--- src/rtl/hci_params.svh ---
// Copy engine parameters
// Memory channel widths, bank geometry and the host register map
`ifndef HCI_PARAMS_SVH
`define HCI_PARAMS_SVH

// Memory channels, word addressed
`define HCI_AW      8
`define HCI_DW      32
`define BANK_DEPTH  256
`define NB_IN_CHAN  3

// Host bus, byte addressed
`define AXI_AW      12
`define LEN_W       9

`define REG_SRC     12'h000
`define REG_DST     12'h004
`define REG_LEN     12'h008
`define REG_CTRL    12'h00C
`define REG_STATUS  12'h010
`define MEM_BASE    12'h400

`endif

--- src/rtl/beat_counter.sv ---
// Remaining-word counter
// Loads a length, counts granted beats down and flags zero
`timescale 1ns/1ps
`include "hci_params.svh"

module beat_counter (
  input  logic              clk_i,
  input  logic              rst_ni,
  input  logic              load,
  input  logic [`LEN_W-1:0] len,
  input  logic              dec,
  output logic              zero
);

  logic [`LEN_W-1:0] cnt_q;

  assign zero = cnt_q == '0;

  always_ff @(posedge clk_i or negedge rst_ni) begin
    if (!rst_ni) begin
      cnt_q <= '0;
    end else if (load) begin
      cnt_q <= len;
    end else if (dec && !zero) begin
      cnt_q <= cnt_q - 1'b1;
    end
  end

endmodule

--- config.mk ---
export PLATFORM = sky130hd
export DESIGN_NAME = beat_counter
export DESIGN_NICKNAME = d
export VERILOG_FILES = /design/src/rtl/beat_counter.sv
export VERILOG_INCLUDE_DIRS = /design/src /design/src/rtl
export SDC_FILE = /design/constraint.sdc
export NUM_CORES = 1
export LEC_CHECK = 0
export BUFFER_PORTS_ARGS = -buffer_cell sky130_fd_sc_hd__buf_2
export CAP_MARGIN = 0
export CORE_MARGIN = 2
export CORE_UTILIZATION = 35
export DETAILED_ROUTE_END_ITERATION = 10
export PLACE_DENSITY = 0.59
export SLEW_MARGIN = 20
export SYNTH_ARGS = -nofsm -noshare
export SYNTH_HDL_FRONTEND = slang
export SYNTH_SLANG_ARGS = --single-unit
--- constraint.sdc ---
create_clock -name clk_i -period 2.3 [get_ports clk_i]
set_input_delay 0.345 -clock clk_i [delete_from_list [all_inputs] [get_ports clk_i]]
set_output_delay 0.345 -clock clk_i [all_outputs]
set_load 0.02 [all_outputs]
* After elaboration in Yosys (flattened, before gate mapping) *
Index checks and enable logic that the tools add are counted.

storage, ports and cells
  word-level logic and storage cells = 8
  register bits = 9
  latch bits = 0
  bits in writable memories = 0
  memories kept = 0
  input port bits = 13
  ROM bits = 0
  output and inout bits = 1

operators by class
  equality and inequality tests = 0
  muxes and demuxes = 2
  $add $sub $neg = 1
  div/mod/pow operators = 0
  shifts and indexed selects = 0
  bitwise logic cells = 0
  $mul = 0
  reductions and logical operators = 4
  magnitude comparators = 0

operators by type and width
  cell                                                                count
  9-bit 2-to-1 mux                                                    2
  9-bit zero test                                                     1
  9-bit by 1-bit subtractor with 9-bit output, second input constant  1
  2-bit nonzero test                                                  1
  1-bit logical AND                                                   1
  1-bit zero test                                                     1

* Longest topological paths before layout *
  depth in word-level cells = 5
  depth in mapped cells = 6
  gate-level depth less buffers = 5

* Least setup slack after synthesis *
OpenSTA, ideal clock, no wires.

  path kind = reg-to-output
  start = register cnt_q[0]
  end = output port zero
  path buffers = 1
  data arrival time = 1.504 ns
  slack = 0.451 ns
  stages on the path, launching flop included = 6
  required time = 1.955 ns
  path through = dfrtp_1 inv_1 ha_1 or4b_1 buf_2 nor2_1

on the way
  word-level cells in the longest chain between the ends = 1

ends and longest elaborated chain
  what                    line                text
  from (decl)             beat_counter.sv:15  logic [`LEN_W-1:0] cnt_q;
  from (signal assigned)  beat_counter.sv:23  cnt_q <= len;
  from (signal assigned)  beat_counter.sv:25  cnt_q <= cnt_q - 1'b1;
  9-bit zero test         beat_counter.sv:17  assign zero = cnt_q == '0;
  to (decl)               beat_counter.sv:12  output logic zero

Every way passes these cells.

* Worst setup path in the final report *
Same ends and word-level chain as after synthesis.

==> flow_summary.toml <==
[run_status]
status = "finished clean"

[clock_network]
clock_sinks = 9
postCtsSetupBuffers = 0
cts_tree = "yes"
cts.path.max_buffers = 2
clock_insertion_delay_worst_skew_ns = 0.27
cts_inserted_buffers = 3
clkTransAtPathRegs_ns = 0.06
cts_root_buf = "sky130_fd_sc_hd__clkbuf_4"
cts.htree.levels = 1

[synthesis]
netlist_instances = 75
syn_avg_cell_area_um2 = 8.32
cell_taking_the_most_area_after_synthesis = "sky130_fd_sc_hd__dfrtp_1"
synth_area_leaders = "sky130_fd_sc_hd__dfrtp_1, sky130_fd_sc_hd__nand2_1, sky130_fd_sc_hd__o211ai_1"
synth_cell_type_count = 26
synth_edf_count = 0
syn_area_um2 = 624
synth_most_common_cell = "sky130_fd_sc_hd__nand2_1"
yosys_register_bits = 9
synth.yosys.seq_area_share_pct = 36.1
yosys_warnings = 0
synth-async-reset-ratio_pct = 100
post-synth-top-area-fraction_pct = 36.1
post_synth_most_frequent_cells = "sky130_fd_sc_hd__nand2_1, sky130_fd_sc_hd__dfrtp_1, sky130_fd_sc_hd__nor2_1"
synth_top_flop_cell = "sky130_fd_sc_hd__dfrtp_1"
synthesis.nets = 89

[worst_hold_path]
worstHoldPathType = "input pin to flop"

[finish]
antennaDiodeCount = 0
largest_register_ff_count = 9
final_layout_size_suffix_gt1_share_pct = 21.6
synthToLayoutAreaGrowth_pct = 18.2
area.sequential_um2 = 225
top_regs = "cnt_q x9"
multi_input_comb_area_um2 = 354
max_flop_register = "cnt_q"
non_filler_cell_area_final_um2 = 738
filler_cell_count = 186
fin_nets = 103

[global_routing]
grt_first_pass_wirelength_mm = 2.43
grt_overflow_total = 0
first_global_vias = 557
globalRouteTotalUtil_pct = 16.4
number_of_antenna_violations_at_the_first_check_in_global_routing = 0
grt_max_degree = 20

[setup_path]
ff2ff_path_depth = 5
cp.buffers_inverters = 2
r2r_setup_slack_ns = 0.52
critical_path_arrival_ns = 1.78
reg2reg_to = "cnt_q[1]"
setup.worst_path.end_class = "output port"
cp.depth = 5
worstSetupPathType = "flop to output port"
crit_required_ns = 1.96
critical_path.endpoint = "zero"
critical-path-top-delay-family = "simple AND/OR/NAND/NOR gates"
cp_slowest_stage_delay_ns = 0.54
crit_path_launch = "cnt_q[0]"
critPathLaunchType = "flop"
timing.critical_path.slowest_stage_cell = "sky130_fd_sc_hd__or4b_4"
regToRegStartpoint = "cnt_q[0]"
worst-path-max-fanout = 9
worstPathCellList = "inv_1 -> ha_1 -> or4b_4 -> nor2_1 -> buf_2"

[routing]
routed_wirelength_normalized_by_instance_count_um = 12.7
remaining_drcs = 0
wirelength_mm = 1.44
vias = 604
via_per_instance_ratio = 5.35
drt_iter0_markers = 15
iteration_count_of_the_initial_detailed_routing_pass = 4
drtAntennaViolNets = 0

[placement]
port_buffer_count = 13
place_worst_setup_slack_ns = 0.352
gp_congestion = 0.811
dp.final_hpwl_mm = 1.04
dpl-instance-area_um2 = 698

[job]
timing.max_cap.violations = 0

[power_and_ir_drop]
peak_vdd_ir_uv = 293
powerDensity_nw_per_um2 = 570
p_leak_nw = 0.320

[sta]
setup_failing_eps_final = 0
finalHoldViolCount = 0
post-route-worst-setup-slack_ns = 0.173
finalClockSkew_ns = 0.00320
fmax_ghz = 0.470
report.final.slew_viol_count = 0
final.min_clock_period_ns = 2.13
worst_hold_slack_ns = 0.282
max_slew.worst_pin.slew_ns = 0.587
layout_worst_path_cycle_share_pct = 92.5
finalSetupTns_ns = 0
rsz0062_at_grt = "no"
relSlewSlack_pct = 60.3

[die]
die_width_um = 46.2
core_area_um2 = 1710
initial_core_util_pct = 36.6
std_cell_rows = 15
chipHeight_um = 46.2
die_area_um2 = 2140
io_pins = 14
stage by stage:
stage	std cells	utilization, %	power, mW
6_report	113	43.2	0.421
2_1_floorplan	75	-	0.266
3_5_place_dp	108	40.9	0.296
4_1_cts	113	43.0	0.425
5_1_grt	113	43.2	0.456
3_3_place_gp	108	40.9	0.294
cell families after synthesis:
| logic type | count (synthesis) | synth area share (%) |
|---|---|---|
| compound gates | 20 | 27.1 |
| simple gates | 33 | 27.1 |
| fa+ha+maj | 1 | 2.00 |
| flops | 9 | 36.1 |
| buf+inv | 12 | 7.82 |
placed cells by master, fill, tap and decap left out:
master	netlist	final
sky130_fd_sc_hd__nor4_2	1	1
sky130_fd_sc_hd__o21ai_1	1	1
sky130_fd_sc_hd__a2111o_1	1	1
sky130_fd_sc_hd__clkbuf_1	2	1
sky130_fd_sc_hd__nor4b_1	2	2
sky130_fd_sc_hd__a31oi_1	1	1
sky130_fd_sc_hd__dfrtp_1	9	9
sky130_fd_sc_hd__nor2_1	9	9
sky130_fd_sc_hd__or4_1	1	1
sky130_fd_sc_hd__a21o_1	1	1
sky130_fd_sc_hd__ha_1	1	1
sky130_fd_sc_hd__clkbuf_4	0	3
sky130_fd_sc_hd__o41ai_2	1	1
sky130_fd_sc_hd__dlygate4sd3_1	0	1
sky130_fd_sc_hd__buf_2	3	13
sky130_fd_sc_hd__o2111ai_1	4	4
sky130_fd_sc_hd__and2_1	1	1
sky130_fd_sc_hd__a21boi_1	1	1
sky130_fd_sc_hd__nand2_1	12	12
sky130_fd_sc_hd__a21oi_1	1	1
sky130_fd_sc_hd__a311o_1	2	2
sky130_fd_sc_hd__inv_1	7	7
sky130_fd_sc_hd__nand3_1	3	3
sky130_fd_sc_hd__o211ai_1	5	5
sky130_fd_sc_hd__nand4_1	1	1
sky130_fd_sc_hd__or4b_4	0	1
sky130_fd_sc_hd__nor3_1	1	1
sky130_fd_sc_hd__o311ai_1	2	2
sky130_fd_sc_hd__or4b_1	2	1
layer usage:
layer	track usage, %	share of wire, %
met2	24.2	44
met5	0	0
met3	4.71	3.8
met4	8.57	2.1
met1	21.4	50
where the power goes:
| group | internal (mW) | total, mW | switching (mW) | leakage (nW) |
|---|---|---|---|---|
| Sequential | 0.176 | 0.202 | 0.0261 | 0.108 |
| Clock | 0.0670 | 0.125 | 0.0578 | 0.0150 |
| Combinational | 0.0416 | 0.0941 | 0.0524 | 0.197 |
| Total | 0.285 | 0.421 | 0.136 | 0.320 |
how the worst min path moves through the flow:
stage / cells after the start / end / startpoint / slack, ns
after detailed placement: 1 / cnt_q[8] / rst_ni / 0.22
final: 3 / cnt_q[2] / len[2] / 0.28
after CTS: 3 / cnt_q[2] / len[2] / 0.28
after global placement: 1 / cnt_q[8] / rst_ni / 0.22
after floorplan: 0 / cnt_q[0] / rst_ni / 0.05
after global routing: 3 / cnt_q[2] / len[2] / 0.27
layout make-up:
| type | instances | share of cell area [%] |
|---|---|---|
| Tap cell | 25 | 4.24 |
| Timing Repair Buffer | 14 | 10.2 |
| Clock buffer | 4 | 3.56 |
| Sequential cell | 9 | 30.5 |
| Multi-Input combinational cell | 54 | 48.0 |
| Inverter | 7 | 3.56 |
repair_timing:
action,CTS,global route
hold buffers,1,0
endpoints found under the hold margin,9,0
gates resized for setup,0,1
setup endpoints to repair,0,1
worst reg2reg max path: stages (launching register included):
cell and delay (ns):
sky130_fd_sc_hd__dfrtp_1 0.41, sky130_fd_sc_hd__inv_1 0.10, sky130_fd_sc_hd__ha_1 0.19, sky130_fd_sc_hd__nor4b_1 0.51, sky130_fd_sc_hd__a21boi_1 0.19, sky130_fd_sc_hd__o311ai_1 0.28
(Power assumes the default switching activity.)
