## src/rtl/hci_params.svh

```systemverilog
// Copy engine parameters
// Memory channel widths, bank geometry and the host register map
`ifndef HCI_PARAMS_SVH
`define HCI_PARAMS_SVH

// Memory channels, word addressed
`define HCI_AW      8
`define HCI_DW      32
`define BANK_DEPTH  256
`define NB_IN_CHAN  3

// Host bus, byte addressed
`define AXI_AW      12
`define LEN_W       9

`define REG_SRC     12'h000
`define REG_DST     12'h004
`define REG_LEN     12'h008
`define REG_CTRL    12'h00C
`define REG_STATUS  12'h010
`define MEM_BASE    12'h400

`endif

```

## src/rtl/hci_core_pkg.sv

```systemverilog
// Memory channel types
// Channel indices into the multiplexer and the HCI write-enable opcode
package hci_core_pkg;

  // Request channels of the memory multiplexer
  typedef enum logic [1:0] {
    CH_LOAD  = 2'd0,
    CH_STORE = 2'd1,
    CH_HOST  = 2'd2
  } hci_chan_e;

  // HCI convention, wen high means read
  typedef enum logic {
    OP_WRITE = 1'b0,
    OP_READ  = 1'b1
  } hci_op_e;

endpackage

```

## src/rtl/copy_ctrl_pkg.sv

```systemverilog
// Copy engine control types
// Controller states and the host register index
`include "hci_params.svh"

package copy_ctrl_pkg;

  typedef enum logic [1:0] {
    ST_IDLE = 2'd0,
    ST_BUSY = 2'd1,
    ST_DONE = 2'd2
  } copy_state_e;

  // Byte offset divided by 4
  typedef enum logic [2:0] {
    IDX_SRC    = 3'(`REG_SRC >> 2),
    IDX_DST    = 3'(`REG_DST >> 2),
    IDX_LEN    = 3'(`REG_LEN >> 2),
    IDX_CTRL   = 3'(`REG_CTRL >> 2),
    IDX_STATUS = 3'(`REG_STATUS >> 2)
  } copy_reg_e;

endpackage

```

## src/rtl/copy_regs.sv

```systemverilog
// Copy engine host port
// AXI4-Lite target for the control registers and the scratchpad window
`timescale 1ns/1ps
`include "hci_params.svh"

module copy_regs (
  input  logic                  clk_i,
  input  logic                  rst_ni,
  input  logic [`AXI_AW-1:0]    awaddr,
  input  logic                  awvalid,
  output logic                  awready,
  input  logic [`HCI_DW-1:0]    wdata,
  input  logic [`HCI_DW/8-1:0]  wstrb,
  input  logic                  wvalid,
  output logic                  wready,
  output logic [1:0]            bresp,
  output logic                  bvalid,
  input  logic                  bready,
  input  logic [`AXI_AW-1:0]    araddr,
  input  logic                  arvalid,
  output logic                  arready,
  output logic [`HCI_DW-1:0]    rdata,
  output logic [1:0]            rresp,
  output logic                  rvalid,
  input  logic                  rready,
  output logic [`HCI_AW-1:0]    src_addr,
  output logic [`HCI_AW-1:0]    dst_addr,
  output logic [`LEN_W-1:0]     len,
  output logic                  start,
  input  logic                  busy,
  input  logic                  done,
  output logic                  host_req,
  output logic                  host_wen,
  output logic [`HCI_AW-1:0]    host_add,
  output logic [`HCI_DW-1:0]    host_data,
  input  logic                  host_gnt,
  input  logic                  host_r_valid,
  input  logic [`HCI_DW-1:0]    host_r_data
);
  import hci_core_pkg::*;
  import copy_ctrl_pkg::*;

  logic [`AXI_AW-1:0] aw_addr_q, wr_addr;
  logic [`HCI_DW-1:0] w_data_q, wr_data, reg_rdata;
  logic               w_en_q, wr_en;
  logic               aw_got, w_got, rd_wait, done_q, idle;
  logic               aw_hs, w_hs, ar_hs, wr_fire, host_hs;
  logic               wr_win, wr_reg, rd_win, rd_reg;
  copy_reg_e          wr_idx, rd_idx;

  function automatic logic in_window(logic [`AXI_AW-1:0] addr);
    return (addr >= `MEM_BASE) && (addr < `MEM_BASE + 4 * `BANK_DEPTH);
  endfunction

  // One transaction in flight, writes take priority over reads
  assign idle    = !host_req && !rd_wait && !bvalid && !rvalid;
  assign awready = idle && !aw_got;
  assign wready  = idle && !w_got;
  assign arready = idle && !aw_got && !w_got && !awvalid && !wvalid;
  assign aw_hs   = awvalid && awready;
  assign w_hs    = wvalid && wready;
  assign ar_hs   = arvalid && arready;
  assign host_hs = host_req && host_gnt;

  // Write fires once both address and data are held
  assign wr_fire = (aw_got || aw_hs) && (w_got || w_hs);
  assign wr_addr = aw_got ? aw_addr_q : awaddr;
  assign wr_data = w_got ? w_data_q : wdata;
  assign wr_en   = w_got ? w_en_q : |wstrb;

  // Register space is the first 32 bytes
  assign wr_win = in_window(wr_addr);
  assign wr_reg = wr_addr[`AXI_AW-1:5] == '0;
  assign rd_win = in_window(araddr);
  assign rd_reg = araddr[`AXI_AW-1:5] == '0;
  assign wr_idx = copy_reg_e'(wr_addr[4:2]);
  assign rd_idx = copy_reg_e'(araddr[4:2]);

  assign bresp = 2'b00;
  assign rresp = 2'b00;

  always_comb begin
    reg_rdata = '0;
    if (rd_reg) begin
      case (rd_idx)
        IDX_SRC:    reg_rdata = `HCI_DW'(src_addr);
        IDX_DST:    reg_rdata = `HCI_DW'(dst_addr);
        IDX_LEN:    reg_rdata = `HCI_DW'(len);
        IDX_STATUS: reg_rdata = `HCI_DW'({done_q, busy});
        default:    reg_rdata = '0;
      endcase
    end
  end

  always_ff @(posedge clk_i or negedge rst_ni) begin
    if (!rst_ni) begin
      aw_got   <= 1'b0;
      w_got    <= 1'b0;
      host_req <= 1'b0;
      rd_wait  <= 1'b0;
      bvalid   <= 1'b0;
      rvalid   <= 1'b0;
      start    <= 1'b0;
      done_q   <= 1'b0;
      src_addr <= '0;
      dst_addr <= '0;
      len      <= '0;
    end else begin
      aw_got <= !wr_fire && (aw_got || aw_hs);
      w_got  <= !wr_fire && (w_got || w_hs);
      start  <= 1'b0;

      // Sticky done, cleared by the next start
      if (start) begin
        done_q <= 1'b0;
      end else if (done) begin
        done_q <= 1'b1;
      end

      if (wr_fire && wr_en && wr_reg) begin
        case (wr_idx)
          IDX_SRC:  src_addr <= wr_data[`HCI_AW-1:0];
          IDX_DST:  dst_addr <= wr_data[`HCI_AW-1:0];
          IDX_LEN:  len      <= wr_data[`LEN_W-1:0];
          IDX_CTRL: start    <= wr_data[0];
          default:  ;
        endcase
      end

      // Window accesses become HCI requests held until gnt
      if (host_hs) begin
        host_req <= 1'b0;
      end else if ((wr_fire && wr_win && wr_en) || (ar_hs && rd_win)) begin
        host_req <= 1'b1;
      end

      if (host_hs && host_wen == OP_READ) begin
        rd_wait <= 1'b1;
      end else if (host_r_valid) begin
        rd_wait <= 1'b0;
      end

      if ((wr_fire && !(wr_win && wr_en)) || (host_hs && host_wen == OP_WRITE)) begin
        bvalid <= 1'b1;
      end else if (bready) begin
        bvalid <= 1'b0;
      end

      if ((ar_hs && !rd_win) || (rd_wait && host_r_valid)) begin
        rvalid <= 1'b1;
      end else if (rready) begin
        rvalid <= 1'b0;
      end
    end
  end

  always_ff @(posedge clk_i) begin
    if (aw_hs) begin
      aw_addr_q <= awaddr;
    end
    if (w_hs) begin
      w_data_q <= wdata;
      w_en_q   <= |wstrb;
    end
    if (wr_fire) begin
      host_wen  <= OP_WRITE;
      host_add  <= wr_addr[`HCI_AW+1:2];
      host_data <= wr_data;
    end else if (ar_hs) begin
      host_wen <= OP_READ;
      host_add <= araddr[`HCI_AW+1:2];
    end
    if (ar_hs && !rd_win) begin
      rdata <= reg_rdata;
    end else if (rd_wait && host_r_valid) begin
      rdata <= host_r_data;
    end
  end

endmodule

```

## config.mk

```make
export PLATFORM = sky130hd
export DESIGN_NAME = copy_regs
export DESIGN_NICKNAME = d
export VERILOG_FILES = /design/src/rtl/hci_core_pkg.sv /design/src/rtl/copy_ctrl_pkg.sv /design/src/rtl/copy_regs.sv
export VERILOG_INCLUDE_DIRS = /design/src /design/src/rtl
export SDC_FILE = /design/constraint.sdc
export NUM_CORES = 1
export LEC_CHECK = 0
export BUFFER_PORTS_ARGS = -buffer_cell sky130_fd_sc_hd__buf_2
export CORE_AREA = 2 2 154 156
export CTS_CLUSTER_SIZE = 12
export DETAILED_ROUTE_END_ITERATION = 12
export DIE_AREA = 0 0 156 158
export HOLD_SLACK_MARGIN = 0.06
export PLACE_DENSITY = 0.53
export SLEW_MARGIN = 40
export SYNTH_ARGS = -nofsm -noshare
export SYNTH_HDL_FRONTEND = slang
export SYNTH_SLANG_ARGS = --single-unit
```

## constraint.sdc

```tcl
create_clock -name clk_i -period 3.1 [get_ports clk_i]
set_input_delay 0.155 -clock clk_i [delete_from_list [all_inputs] [get_ports clk_i]]
set_output_delay 0.155 -clock clk_i [all_outputs]
set_load 0.02 [all_outputs]
```

# Word-level counts from Yosys, hierarchy flattened
# Index checks and enable logic that the tools add are counted.
# word_totals
register_bits	151
in_bits	103
out_inout_bits	109
wordCells	109
# classes
order_cmp	4
eq_ne	6
muxes	21
bitwise	1
reduce_logical	59
# ops
operator	n
$mux 32	3
$pmux 9 s4	1
$logic_and 1x1->1	28
$ge 12x11->1 const B	2
$lt 12x12->1 const B	2
$mux 8	2
$logic_not 7->1	2
$reduce_bool 2->1	7
$mux 1	13
$mux 12	1
$logic_not 1->1	11
$eq 3x2->1 const B	3
$mux 9	1
$eq 3x1->1 const B	2
$logic_not 3->1	2
$reduce_and 2->1	3
$logic_or 1x1->1	5
$reduce_or 4->1	1
$eq 3x3->1 const B	1
$not 1->1	1

# Logic depth before layout (Yosys ltp)
# depth
depth_word	13
depth_mapped	7
mapped_depth_nobuf	6

# Worst setup path after synthesis
# OpenSTA, ideal clock, no wires.
# synth_timing
path_type	register to register
from	register rvalid
to	register rdata[0], enable pin
setup_ps	389
arrival_time_ps	2687
required_time_ps	2711
path_slack_ps	23
stages_incl_launch_ff	6
n_path_buf	1
period_less_slack_ps	3077
cell_sequence	dfrtp_1 > or4_4 > nor3_2 > nand3_1 > clkbuf_1 > nand2_1
# synth_via
elab_chain_len	9
# synth_rtl
item	line_no	source
start, declared	copy_regs.sv:24	output logic rvalid,
start signal, assigned	copy_regs.sv:102	rvalid <= 1'b0;
start signal, assigned	copy_regs.sv:150	rvalid <= 1'b1;
start signal, assigned	copy_regs.sv:152	rvalid <= 1'b0;
$logic_not 1->1	copy_regs.sv:56	assign idle = !host_req && !rd_wait && !bvalid && !rvalid;
$logic_and 1x1->1	copy_regs.sv:56	
$logic_and 1x1->1 (4 in a row)	copy_regs.sv:59	assign arready = idle && !aw_got && !w_got && !awvalid && !wvalid;
via arready	copy_regs.sv:21	output logic arready,
$logic_and 1x1->1	copy_regs.sv:62	assign ar_hs = arvalid && arready;
$logic_and 1x1->1	copy_regs.sv:173	if (ar_hs && !rd_win) begin
$reduce_bool 2->1 (no line)	n/a	
end signal, assigned	copy_regs.sv:174	rdata <= reg_rdata;
end signal, assigned	copy_regs.sv:176	rdata <= host_r_data;
end, declared	copy_regs.sv:22	output logic [`HCI_DW-1:0] rdata,
# The timed path passes the listed nets, and every way through them passes these cells.
# A chain may end at the register's enable or synchronous reset.

# Worst setup path in the final report
# layout_timing
from	register rvalid
to	register rdata[6], enable pin
# layout_via
elab_chain_len	9
# layout_rtl
item	line_no
$logic_not 1->1	copy_regs.sv:56
$logic_and 1x1->1	copy_regs.sv:56
$logic_and 1x1->1 (4 in a row)	copy_regs.sv:59
$logic_and 1x1->1	copy_regs.sv:62
$logic_and 1x1->1	copy_regs.sv:173
$reduce_bool 2->1 (no line)	n/a
# Every way passes these cells.

==> reports/qor.csv <==
stage,metric,value,unit
finish,fin util,38.6,%
synth,most common flop cell mapped by yosys,edfxtp_1,
synth,Yosys reg bits,149,
power_and_ir_drop,PD cells,754,nW/um^2
finish,layout cell share with drive strength beyond 1,43.8,%
power_and_ir_drop,LEAKAGE,3.73,nW
grt,vias in the first global route,4615,
finish,# fillers,2195,
route,vias post-DR,4388,
grt,largest net degree at the start of global routing,34,
min_path,worst min path class,input port to flop,
sta,Post-Route Skew,0.00997,ns
route,final wirelength,16900,um
route,DRT antenna net count,0,
finish,"commonest non-fill, non-tap cells in the layout","buf_2 (202), edfxtp_1 (115), dlygate4sd3_1 (83)",
critical_path,worst-path fanout max,32,
sta,minimum clock period,2.45,ns
critical_path,critical path class,flop to flop,
grt,GRT Util Overall,13.8,%
grt,first-pass GRT wire length,25500,um
sta,Max Slew Vio Count,0,
sta,"Hold Vio Cnt, Final",0,
placement,# port buffers,203,
sta,Slew headroom,65.4,%
finish,"most common cell after layout, fill and taps aside",buf_2,
critical_path,WP data arrival,2.51,ns
finish,register area,4300,sq um
power_and_ir_drop,peak supply drop,343,uV
sta,RSZ-0062 raised after global routing,false,
route,1st-pass router iterations,4,
route,Via-to-Cell Ratio,4.40,
die,DIE WIDTH,156,um
cts,H-tree Lvls,4,
route,starting DRC count in detailed routing,248,
finish,Area growth syn-to-layout,46.2,%
sta,# setup viols final,0,
synth,synthesized cell area,6090,sq um
synth,syn avg cell area,15.3,sq um
cts,Root Buffer,clkbuf_16,
finish,Final nets,797,
cts,clk slew on worst S/H paths,0.06,ns
cts,CTS tree,built,
die,# rows,56,
die,core area,23100,sq um
synth,Yosys cell types,46,
critical_path,CP Capture Type,flop,
die,Top Ports,212,
synth,fraction of registers with async set/reset,22.1,%
cts,number of setup buffers added after CTS,0,
cts,TritonCTS Buffers,17,
sta,f_max,408,MHz
die,Die H,158,um
power_and_ir_drop,total power,6.71,mW
route,# DRC,0,
finish,area of the multi-input gates,1690,sq um
synth,YS warnings,0,
grt,number of antenna violations at the first check in global routing,1,
sta,worst slew pin tran,0.516,ns
die,Die Area,24600,sq um
route,routed len/inst,16.9,um
critical_path,Critical Path Source Type,flop,
placement,Final GP Congestion,0.753,
cts,Clock Path Buffers,2,
flow_run,max_cap viols,0,
placement,post-DP HPWL,11900,um
cts,post_cts resized,0,
status,status,finished clean,
sta,final period utilization,79.1,%
critical_path,Crit path required time,3.16,ns
synth,sequential fraction of the synthesis area,70.6,%
die,starting density of the core,26.4,%
cts,Post-CTS Hold Buffers,83,
sta,setup_tns,0,ns
cts,clock sinks,149,
cts,Clock Latency Late Sink,0.42,ns
grt,Overflow after GRT,0,
synth,Synth Instances,397,
synth,Post-synth EDFFs,115,
==> registers in the layout, indices dropped and copies added, names as in the netlist, 8 cells and up <==
register,count
host_add,8
rdata,32
w_data_q,32
host_data,32
src_addr,8
len,9
dst_addr,8
aw_addr_q,10
==> cell usage after synthesis, types with 5 or more instances <==
library cell | number | area [sq um]
inv_1 | 5 | 18.8
dfrtp_1 | 33 | 826
o21ai_0 | 9 | 45.0
buf_1 | 5 | 18.8
a21oi_1 | 14 | 70.1
and2_1 | 26 | 163
clkbuf_1 | 7 | 26.3
edfxtp_1 | 115 | 3450
mux2_2 | 54 | 608
nand2_1 | 30 | 113
nand3_1 | 9 | 45.0
nor2_1 | 16 | 60.1
mux2i_1 | 17 | 170
==> final timing paths <==
path	start	to	slack (ns)	cells past startpoint
setup reg to reg	rvalid$_DFFE_PN0P_	rdata[6]$_DFFE_PP_	0.65	6
hold / removal	wstrb[1]	w_en_q$_DFFE_PP_	0.07	2
hold reg to reg	start$_DFF_PN0_	done_q$_DFFE_PN0P_	0.46	1
min in group asynchronous	rst_ni	done_q$_DFFE_PN0P_	0.24	2
setup / recovery	rvalid$_DFFE_PN0P_	rdata[6]$_DFFE_PP_	0.65	6
max in group asynchronous	rst_ni	w_got$_DFF_PN0_	2.50	2
==> final cells by class <==
class | count | area share [%]
Timing Repair Buffer | 294 | 21.6
Antenna cell | 1 | 0.0281
Sequential cell | 149 | 48.3
Inverter | 6 | 0.253
Multi-Input combinational cell | 226 | 19.0
Clock inverter | 15 | 2.02
Clock buffer | 17 | 4.78
Tap cell | 290 | 4.07
==> logic make-up after synthesis <==
family,after synthesis,synth area share [%]
AO/OA/AOI/OAI,37,3.64
flip-flops,149,70.6
buffers and inverters,25,1.85
AND/OR/NAND/NOR,111,10.4
other,1,0.0616
multiplexers,74,13.5
==> report_power, final <==
group          switching (mW)  internal (mW)
registers               0.140           2.71
clock network           0.845           1.27
logic                    1.11          0.634
total                    2.10           4.62
==> metal layers <==
metal	share of wire (%)	vias to the layer above	global-route usage, %
li1	-	2062	-
met1	43	2173	17.3
met2	50	126	22.8
met3	3.9	27	3.34
met4	2.5	0	5.81
met5	0	-	0
==> through the flow <==
stage | hold WS (ns) | cell area (sq um) | std cells | worst slack (ns)
2_1_floorplan | -0.141 | 6100 | 400 | 0.0231
3_3_place_gp | 0.270 | 7470 | 882 | 0.699
3_5_place_dp | 0.309 | 7470 | 882 | 0.645
4_1_cts | 0.0604 | 8900 | 997 | 0.639
5_1_grt | 0.0740 | 8910 | 998 | 0.501
6_report | 0.0696 | 8910 | 998 | 0.647
==> critical path, stage by stage (launching register included) <==
cell and delay [ns]:
dfrtp_1 0.41, or4_4 0.59, nor3_2 0.29, nand3_1 0.14, buf_4 0.21, nand2_1 0.07
buf_4 0.37
Note: power is estimated with default switching activity, not from simulation.
