==> src/rtl/hci_params.svh <==
// Copy engine parameters
// Memory channel widths, bank geometry and the host register map
`ifndef HCI_PARAMS_SVH
`define HCI_PARAMS_SVH

// Memory channels, word addressed
`define HCI_AW      8
`define HCI_DW      32
`define BANK_DEPTH  256
`define NB_IN_CHAN  3

// Host bus, byte addressed
`define AXI_AW      12
`define LEN_W       9

`define REG_SRC     12'h000
`define REG_DST     12'h004
`define REG_LEN     12'h008
`define REG_CTRL    12'h00C
`define REG_STATUS  12'h010
`define MEM_BASE    12'h400

`endif

==> src/rtl/hci_core_pkg.sv <==
// Memory channel types
// Channel indices into the multiplexer and the HCI write-enable opcode
package hci_core_pkg;

  // Request channels of the memory multiplexer
  typedef enum logic [1:0] {
    CH_LOAD  = 2'd0,
    CH_STORE = 2'd1,
    CH_HOST  = 2'd2
  } hci_chan_e;

  // HCI convention, wen high means read
  typedef enum logic {
    OP_WRITE = 1'b0,
    OP_READ  = 1'b1
  } hci_op_e;

endpackage

==> src/rtl/copy_streamer.sv <==
// Copy datapath
// Load and store address pointers with a two-entry buffer in between
`timescale 1ns/1ps
`include "hci_params.svh"

module copy_streamer (
  input  logic               clk_i,
  input  logic               rst_ni,
  input  logic               busy,
  input  logic               load_cnt,
  input  logic [`HCI_AW-1:0] src_addr,
  input  logic [`HCI_AW-1:0] dst_addr,
  input  logic               rd_zero,
  output logic               rd_dec,
  output logic               wr_dec,
  output logic               ld_req,
  output logic [`HCI_AW-1:0] ld_add,
  output logic               ld_wen,
  input  logic               ld_gnt,
  input  logic               ld_r_valid,
  input  logic [`HCI_DW-1:0] ld_r_data,
  output logic               st_req,
  output logic [`HCI_AW-1:0] st_add,
  output logic               st_wen,
  output logic [`HCI_DW-1:0] st_data,
  input  logic               st_gnt
);
  import hci_core_pkg::*;

  logic [`HCI_DW-1:0] buf_q [2];
  logic               buf_wr_idx;
  logic               buf_rd_idx;
  logic [1:0]         buf_cnt;
  logic [1:0]         in_flight;
  logic               room;

  // Reads in flight reserve their slot, so the buffer never overflows
  assign room    = (buf_cnt + in_flight) < 2'd2;
  assign ld_req  = busy && !rd_zero && room;
  assign st_req  = busy && (buf_cnt != 2'd0);
  assign ld_wen  = OP_READ;
  assign st_wen  = OP_WRITE;
  assign st_data = buf_q[buf_rd_idx];
  assign rd_dec  = ld_req && ld_gnt;
  assign wr_dec  = st_req && st_gnt;

  always_ff @(posedge clk_i or negedge rst_ni) begin
    if (!rst_ni) begin
      ld_add     <= '0;
      st_add     <= '0;
      buf_wr_idx <= 1'b0;
      buf_rd_idx <= 1'b0;
      buf_cnt    <= '0;
      in_flight  <= '0;
    end else begin
      if (load_cnt) begin
        ld_add <= src_addr;
        st_add <= dst_addr;
      end else begin
        if (rd_dec) begin
          ld_add <= ld_add + 1'b1;
        end
        if (wr_dec) begin
          st_add <= st_add + 1'b1;
        end
      end
      if (ld_r_valid) begin
        buf_wr_idx <= !buf_wr_idx;
      end
      if (wr_dec) begin
        buf_rd_idx <= !buf_rd_idx;
      end
      in_flight <= in_flight + {1'b0, rd_dec} - {1'b0, ld_r_valid};
      buf_cnt   <= buf_cnt + {1'b0, ld_r_valid} - {1'b0, wr_dec};
    end
  end

  always_ff @(posedge clk_i) begin
    if (ld_r_valid) begin
      buf_q[buf_wr_idx] <= ld_r_data;
    end
  end

endmodule

==> config.mk <==
export PLATFORM = sky130hd
export DESIGN_NAME = copy_streamer
export DESIGN_NICKNAME = d
export VERILOG_FILES = /design/src/rtl/hci_core_pkg.sv /design/src/rtl/copy_streamer.sv
export VERILOG_INCLUDE_DIRS = /design/src /design/src/rtl
export SDC_FILE = /design/constraint.sdc
export NUM_CORES = 1
export LEC_CHECK = 0
export BUFFER_PORTS_ARGS = -buffer_cell sky130_fd_sc_hd__clkbuf_2
export CAP_MARGIN = 20
export CORE_UTILIZATION = 45
export CTS_BUF_LIST = sky130_fd_sc_hd__clkbuf_8
export DETAILED_ROUTE_END_ITERATION = 10
export GPL_ROUTABILITY_DRIVEN = 0
export PLACE_DENSITY = 0.68
export SLEW_MARGIN = 15
export SYNTH_ARGS = -nofsm -noshare
export SYNTH_HDL_FRONTEND = slang
export SYNTH_SLANG_ARGS = --single-unit
==> constraint.sdc <==
create_clock -name clk_i -period 2.9 [get_ports clk_i]
set_input_delay 0.29 -clock clk_i [delete_from_list [all_inputs] [get_ports clk_i]]
set_output_delay 0.29 -clock clk_i [all_outputs]
set_load 0.02 [all_outputs]
== Yosys cells after proc, flatten, opt, wreduce, memory -nomap -nowiden ==
Memories as Yosys holds them, arrays and structs flattened.
Index checks and enable logic that the tools add are counted.
Operators by class
  add/subtract/negate cells: 7
  multiply operators: 0
  divide/modulo/power cells: 0
  $lt $le $gt $ge: 1
  equality and inequality tests: 0
  shifts and indexed selects: 0
  muxes and demuxes: 6
  bitwise operators: 0
  reductions and logical operators: 11
Operators by type and width (count)
  $mux W8: 4
  $add A8 B1 Y8 const B: 2
  $reduce_bool A2 Y1: 3
  $logic_and A1 B1 Y1: 5
  $add A2 B1 Y2: 2
  $sub A2 B1 Y2: 2
  $logic_not A1 Y1: 3
  $add A2 B2 Y2: 1
  $lt A2 B2 Y1 const B: 1
  $mux W1: 2
Word-level totals
  register bits: 22
  bits in latches: 0
  memory bits (writable): 64
  bits in read-only memories: 0
  output and inout port bits: 54
  memories: 1
Memory list
  buf_q: words 2, bits a word 32, read ports 1, clocked after memory_dff 0, wr ports 1, RTL line copy_streamer.sv:30  | logic [`HCI_DW-1:0] buf_q [2];

== Longest topological paths before layout ==
Gate-level depths: netlist of run 1.
  depth after elaboration: 6
  mapped depth: 7

== Least setup slack after synthesis of run 1 ==
No wires, ideal clock.
  kind: register to register
  start: register buf_wr_idx
  end: memory buf_q[0][0] in the netlist's numbering (enable)
  library setup time: 0.425 ns
  arrival time: 1.842 ns
  path slack: 0.633 ns
  stages on the path, launching flop included: 2
  path buffers: 0
  period minus slack after synthesis: 2.267 ns
  path through: dfrtp_1 > nor2b_1
RTL lines
  start: declaration: RTL line copy_streamer.sv:31  | logic buf_wr_idx;
  start signal: assignment: RTL line copy_streamer.sv:68  | buf_wr_idx <= !buf_wr_idx;
  end: declaration: RTL line copy_streamer.sv:30
No word-level cell before the write port.

== Worst setup path after layout of run 1 ==
  start: register buf_cnt[1]
  end: output port rd_dec
Between the ends
  cells in the longest elaborated chain, start to end: 4
RTL lines
  start: declaration: RTL line copy_streamer.sv:33  | logic [1:0] buf_cnt;
  start signal: assignment: RTL line copy_streamer.sv:74  | buf_cnt <= buf_cnt + {1'b0, ld_r_valid} - {1'b0, wr_dec};
  $add A2 B2 Y2: RTL line copy_streamer.sv:38  | assign room = (buf_cnt + in_flight) < 2'd2;
  $lt A2 B2 Y1: RTL line copy_streamer.sv:38
  $logic_and A1 B1 Y1: RTL line copy_streamer.sv:39  | assign ld_req = busy && !rd_zero && room;
  $logic_and A1 B1 Y1: RTL line copy_streamer.sv:44  | assign rd_dec = ld_req && ld_gnt;
  end: declaration: RTL line copy_streamer.sv:14  | output logic rd_dec,
Every way passes these cells.

==> results of run 1 <==
worst max-delay path, stage by stage (launching register included):
cell and delay (ns):
dfrtp_1 0.45, xnor2_2 0.32, xor2_2 0.39, nor2_1 0.19
clkbuf_2 0.19
how the worst min path moves through the flow:
| stage | startpoint | end | slack, ns |
|---|---|---|---|
| 4_1_cts | ld_r_data[1] | buf_q[0][1]$_DFFE_PP_ | 0.11 |
| 3_3_place_gp | rst_ni | ld_add[0]$_DFFE_PN0P_ | 0.31 |
| 6_report | ld_r_data[1] | buf_q[0][1]$_DFFE_PP_ | 0.13 |
| 2_1_floorplan | rst_ni | buf_cnt[0]$_DFF_PN0_ | -0.006 |
| 3_5_place_dp | rst_ni | st_add[7]$_DFFE_PN0P_ | 0.31 |
| 5_1_grt | ld_r_data[25] | buf_q[1][25]$_DFFE_PP_ | 0.11 |
power by group:
part / internal (mW) / switching, mW / total [mW]
clock network: 0.399 / 0.415 / 0.814
registers: 1.60 / 0.154 / 1.76
logic: 0.567 / 0.839 / 1.41
final cells by class:
class                           count  area [sq um]  area share [%]
Clock buffer                        9         123.9           2.765
Sequential cell                    86          2472           55.18
Timing Repair Buffer              110         573.1           12.79
Clock inverter                      7         72.57           1.620
Tap cell                          102         127.6           2.848
Inverter                           10         37.54          0.8378
Multi-Input combinational cell    132          1074           23.96
sequential cells by signal, indices dropped and copies added (netlist names):
| signal | cells |
|---|---|
| buf_cnt | 2 |
| buf_q | 64 |
| buf_rd_idx | 1 |
| buf_wr_idx | 1 |
| in_flight | 2 |
| ld_add | 8 |
| st_add | 8 |
cell families after synthesis:
| kind of cell | after synthesis | share of synthesized area, % |
|---|---|---|
| DFF | 86 | 68.37 |
| xor gates and xnor gates | 16 | 4.291 |
| and+or+nand+nor | 47 | 6.921 |
| other | 2 | 0.2077 |
| buffers and inverters | 19 | 2.180 |
| AOI/OAI and AO/OA | 27 | 5.398 |
| adders and majority gates | 6 | 2.076 |
| muxes | 34 | 10.55 |
routing by layer:
| layer | vias up | share of wire (%) | track usage, % |
|---|---|---|---|
| met2 | 83 | 47 | 24.81 |
| met1 | 1116 | 45 | 21.83 |
| met3 | 9 | 6.8 | 4.809 |
| li1 | 1112 | - | - |
| met4 | 0 | 1.2 | 6.746 |
| met5 | - | 0 | 0 |
what timing repair did:
action	in CTS	in global routing
setup buffers	0	0
hold buffers	1	0
endpoints found under the setup margin	0	0
hold endpoints to repair	22	0
gates resized for setup	0	0
stage by stage:
stage	total power [mW]	utilization, %	area (sq um)	setup slack, ns
detailed placement	3.205	55.03	4274	0.7517
floorplan	2.736	-	3616	0.6334
global route	4.207	57.68	4481	0.5834
global placement	3.176	55.03	4274	0.8444
finish	3.977	57.68	4481	0.7326
CTS	4.029	57.68	4481	0.6740
layout by cell type, fill, tap and decap left out, types with 2 or more instances in the layout:
| cell type | count |
|---|---|
| nor3_1 | 3 |
| xor2_1 | 6 |
| a41oi_1 | 2 |
| edfxtp_1 | 64 |
| xnor2_1 | 8 |
| clkbuf_8 | 9 |
| o21ai_0 | 8 |
| mux2_2 | 33 |
| a31oi_1 | 5 |
| and2_1 | 3 |
| inv_1 | 9 |
| o31a_1 | 2 |
| ha_1 | 6 |
| clkinv_4 | 2 |
| clkbuf_2 | 107 |
| nand2b_1 | 3 |
| conb_1 | 2 |
| nand2_1 | 11 |
| nand4_1 | 5 |
| or4_1 | 2 |
| o31ai_1 | 2 |
| nand3_1 | 4 |
| nor2_1 | 7 |
| dfrtp_1 | 22 |
| clkinv_1 | 2 |
==> reports/metrics.cfg, run 1 <==
[outcome]
outcome=complete, no violations

[clocking]
cts_max_level=3
cts_tree=yes
cts_buffers=9
cts_sinks=86
clock_latency_ns=0.34
cts_root_buf=clkbuf_8
clock_path_buffers=2
cts.clk_slew.worst_paths_ns=0.09

[setup_path]
startpoint=buf_cnt[1]$_DFF_PN0_
endpoint_kind=output port
cp_data_arrival_time_ns=1.88
cp-start-kind=flop
reg2regPathDepth=7
critPathMaxFanout=9
rr_endpoint=buf_cnt[1]$_DFF_PN0_
r2r_start=buf_cnt[1]$_DFF_PN0_
crit_end=rd_dec
crit_required_ns=2.61
crit_type=reg2out
ff2ff_setup_slack_ns=0.74

[global_routing]
grt_pass1_wl_um=10300
grt_start_max_net_pins=33
gr-total-overflow=0
grtUsageTotal_pct=16.29
antenna_found_initial=0
grt_pass1_vias=2150

[sta]
fin_crit_sh_pct=74.74
rsz0062_at_grt=no
whs_ns=0.1289
fin_crit_ns=2.167
setup-violations-final=0
tightest_slew_ns=0.7691
tns_ns=0
hold_viol_final=0
maxSlewHeadroom_pct=48.73
fin_worst_skew_ns=0.01149
drv_slew=0
fmax_mhz=461.4

[routing]
totalWireLength_um=6605
first_pass_iters=4
drc=0
drt-initial-drc-count=68
ant_nets=0
via_per_inst=5.088
wl_per_cell_um=14.48
via_count=2320

[floorplan]
initial_utilization_pct=46.55
die_y_um=91.64
core_area_sq_mm=0.007767
fp-row-count=32
io_pins=110
die-area_sq_mm=0.008398
die_w_um=91.64

[power_and_ir_drop]
p_leak_nw=1.854
ir_drop_v=0.0003075
pwr_density_cell_mw_per_mm2=887.6

[worst_hold_path]
hold_class=in2reg
hold_path_depth=1

[yosys]
syn_inst=237
async_flop_share_pct=25.58
synth_area_per_cell_sq_um=15.26
syn_nets=299
synth_top_area_cell=edfxtp_1
synth_ff_type=edfxtp_1
ys_seq_elements=86
synth_area_leaders=edfxtp_1 (53%), dfrtp_1 (15%), mux2_2 (10%)
yosysTopAreaCellShare_pct=53.15
synthMostInstantiatedCell=edfxtp_1
synth_area_sq_mm=0.003616
synth_common_cells=edfxtp_1 (64), mux2_2 (33), dfrtp_1 (22)
yosysSeqAreaShare_pct=68.37
synth_edf_count=64
yosysWarnings=0
yosysUniqueCellTypes=42

[cells_and_area]
layoutNonFillerInstCount=456
layout.nets=411
area_growth_syn_to_layout_pct=23.91
drive_above_1_share_pct=45.76
fill_cells=659
diodes=0

[run]
drv_cap=0

[placement]
place_inst=439
dp_hpwl_um=4640
portBuffers=107

No activity file was read; power rests on OpenSTA's default activity.
==> inputs of run 2 (changes only) <==
Clock period 2.9 ns to 2.2 ns, I/O delays scaled along.
==> run 2 against run 1 <==
Compared with the run above:
- via count up 0.56%
- critical path depth stayed put
- final area is 0.56% higher
- final cell count grew 1.1%
- clock-buffer cell count unchanged
- core utilization grew 0.32 points
- combinational power grew 40%
- setup slack worse by 0.57 ns
- critical endpoint unchanged
==> reports/metrics.cfg, run 2 (synthesis results as in run 1) <==
[outcome]
outcome=complete, no violations  ; unchanged

[power_and_ir_drop]
power_frac_seq_pct=43.6  ; was 44.2%
combPwrFrac_pct=37.8  ; was 35.4%
p_leak_nw=1.863  ; was 1.854 nW
p_sw_share_pct=36.43  ; was 35.40%
pwr_density_cell_mw_per_mm2=1158  ; was 887.6 mW/mm^2
ir_drop_v=0.0004383  ; was 0.0003075 V
switchingPower_mw=1.901  ; was 1.408 mW
internal_power_mw=3.318  ; was 2.569 mW
clkPwrFrac_pct=18.6  ; was 20.5%

[cells_and_area]
diodes=0  ; unchanged
stdcell_area_sq_mm=0.004506  ; was 0.004481 sq mm
largest_register_ffs=64  ; unchanged
regMostFlops=buf_q  ; unchanged
final_common_cell=clkbuf_2  ; unchanged
drive_above_1_share_pct=46.24  ; was 45.76%
area_growth_syn_to_layout_pct=24.60  ; was 23.91%
regArea_sq_mm=0.002472  ; unchanged
multi_input_comb_area_sq_mm=0.001095  ; was 0.001074 sq mm
layout.nets=416  ; was 411
fill_cells=672  ; was 659
largestRegisters=buf_q x64, ld_add x8, st_add x8  ; unchanged
mostFrequentLayoutCells=clkbuf_2 (107), edfxtp_1 (64), mux2_2 (33)  ; unchanged

[setup_path]
crit_type=reg2out  ; unchanged
critical_path.top_delay_family=flip-flops  ; was XOR/XNOR gates
crit_required_ns=1.98  ; was 2.61 ns
max_stage_delay_ns=0.48  ; was 0.45 ns
critPathMaxFanout=9  ; unchanged
critical_path_depth=4  ; unchanged
cp-start-kind=flop  ; unchanged
rr_endpoint=in_flight[1]$_DFF_PN0_  ; was buf_cnt[1]$_DFF_PN0_
reg2regPathDepth=6  ; was 7
crit_buf_inv=1  ; unchanged
endpoint_kind=output port  ; unchanged
r2r_start=buf_cnt[1]$_DFF_PN0_  ; unchanged
ff2ff_setup_slack_ns=0.36  ; was 0.74 ns
crit_end=rd_dec  ; unchanged
critPathSlowestCell=dfrtp_1  ; unchanged
startpoint=buf_cnt[1]$_DFF_PN0_  ; unchanged
cp_data_arrival_time_ns=1.82  ; was 1.88 ns
path_cells=xnor2_4 -> xor2_4 -> nor2_1 -> clkbuf_2  ; was xnor2_2 -> xor2_2 -> nor2_1 -> clkbuf_2

[floorplan]
die-area_sq_mm=0.008398  ; unchanged
die_w_um=91.64  ; unchanged
fp-row-count=32  ; unchanged
initial_utilization_pct=46.55  ; unchanged
io_pins=110  ; unchanged
core_area_sq_mm=0.007767  ; unchanged
die_y_um=91.64  ; unchanged

[placement]
pre_cts_ws_ns=0.2785  ; was 0.7517 ns
placed_cell_area_sq_mm=0.004298  ; was 0.004274 sq mm
dp_hpwl_um=4828  ; was 4640 um
portBuffers=107  ; unchanged

[sta]
timing.final.ws_setup_ns=0.1619  ; was 0.7326 ns
fin_crit_sh_pct=92.64
fin_worst_skew_ns=0.008026  ; was 0.01149 ns
maxSlewHeadroom_pct=62.54  ; was 48.73%
fmax_mhz=490.7
tightest_slew_ns=0.5618  ; was 0.7691 ns
tns_ns=0  ; unchanged
hold_viol_final=0  ; unchanged
fin_crit_ns=2.038
setup-violations-final=0  ; unchanged
drv_slew=0  ; unchanged
rsz0062_at_grt=no  ; unchanged

[worst_hold_path]
hold_class=in2reg  ; unchanged
hold_path_depth=1  ; unchanged

[routing]
drt-initial-drc-count=102  ; was 68
ant_nets=0  ; unchanged
via_count=2333  ; was 2320
first_pass_iters=4  ; unchanged
wl_per_cell_um=14.77  ; was 14.48 um
totalWireLength_um=6807  ; was 6605 um
via_per_inst=5.061  ; was 5.088
drc=0  ; unchanged

[run]
drv_cap=0  ; unchanged

[clocking]
cts_max_level=3  ; unchanged
clock_path_buffers=2  ; unchanged
cts_tree=yes  ; unchanged
cts_root_buf=clkbuf_8  ; unchanged
cts_buffers=9  ; unchanged
cts_sinks=86  ; unchanged
postCtsSetupBuffers=0  ; unchanged
clock_latency_ns=0.35  ; was 0.34 ns
cts.clk_slew.worst_paths_ns=0.09  ; about the same

[global_routing]
grt_start_max_net_pins=33  ; unchanged
grt_pass1_wl_um=10810  ; was 10300 um
grt_pass1_vias=2306  ; was 2150
grtUsageTotal_pct=16.89  ; was 16.29%
gr-total-overflow=0  ; unchanged
antenna_found_initial=0  ; unchanged

==> run 2: what timing repair did <==
item                                    CTS  global route
endpoints found under the setup margin    0             1
hold buffers                              1             0
gates resized for setup                   0             2
endpoints found under the hold margin    22             0
==> run 2: area by class of cell <==
type / instances / share of cell area, %
Sequential cell: 86 / 54.87
Multi-Input combinational cell: 132 / 24.30
Timing Repair Buffer: 115 / 13.27
Tap cell: 102 / 2.833
Clock buffer: 9 / 2.749
Clock inverter: 7 / 1.139
Inverter: 10 / 0.8331
==> run 2: power by group through the flow <==
stage	clock network, mW	logic [mW]	registers, mW
2_1_floorplan	0	1.30	2.31
3_3_place_gp	0	1.91	2.28
3_5_place_dp	0	1.94	2.30
4_1_cts	1.01	1.95	2.27
5_1_grt	1.07	2.13	2.31
6_report	0.970	1.97	2.28
==> run 2: worst min path at each step <==
stage                        from                endpoint  slack, ns
finish              ld_r_data[24]  buf_q[0][24]$_DFFE_PP_       0.05
detailed placement         rst_ni   ld_add[1]$_DFFE_PN0P_       0.25
CTS                 ld_r_data[24]  buf_q[1][24]$_DFFE_PP_       0.03
global route        ld_r_data[17]  buf_q[1][17]$_DFFE_PP_       0.04
global placement           rst_ni   ld_add[1]$_DFFE_PN0P_       0.25
floorplan                  rst_ni    buf_cnt[0]$_DFF_PN0_      -0.08
==> run 2: stage by stage <==
step	power (mW)	util, %	std cells	hold slack, ns
after floorplan	3.605	-	237	-0.07559
after global placement	4.191	55.33	444	0.2478
after detailed placement	4.239	55.33	444	0.2458
after CTS	5.218	57.72	461	0.03381
after global routing	5.509	58.01	461	0.04476
final	5.219	58.01	461	0.05320
==> run 2: layer usage <==
metal  vias to the layer above  GRT usage [%]  wire [um]
met5                         -              0          0
met4                         0          9.392         63
met3                         5          3.317        405
met2                        75          27.51       3331
met1                      1128          21.20       3005
li1                       1125              -          -
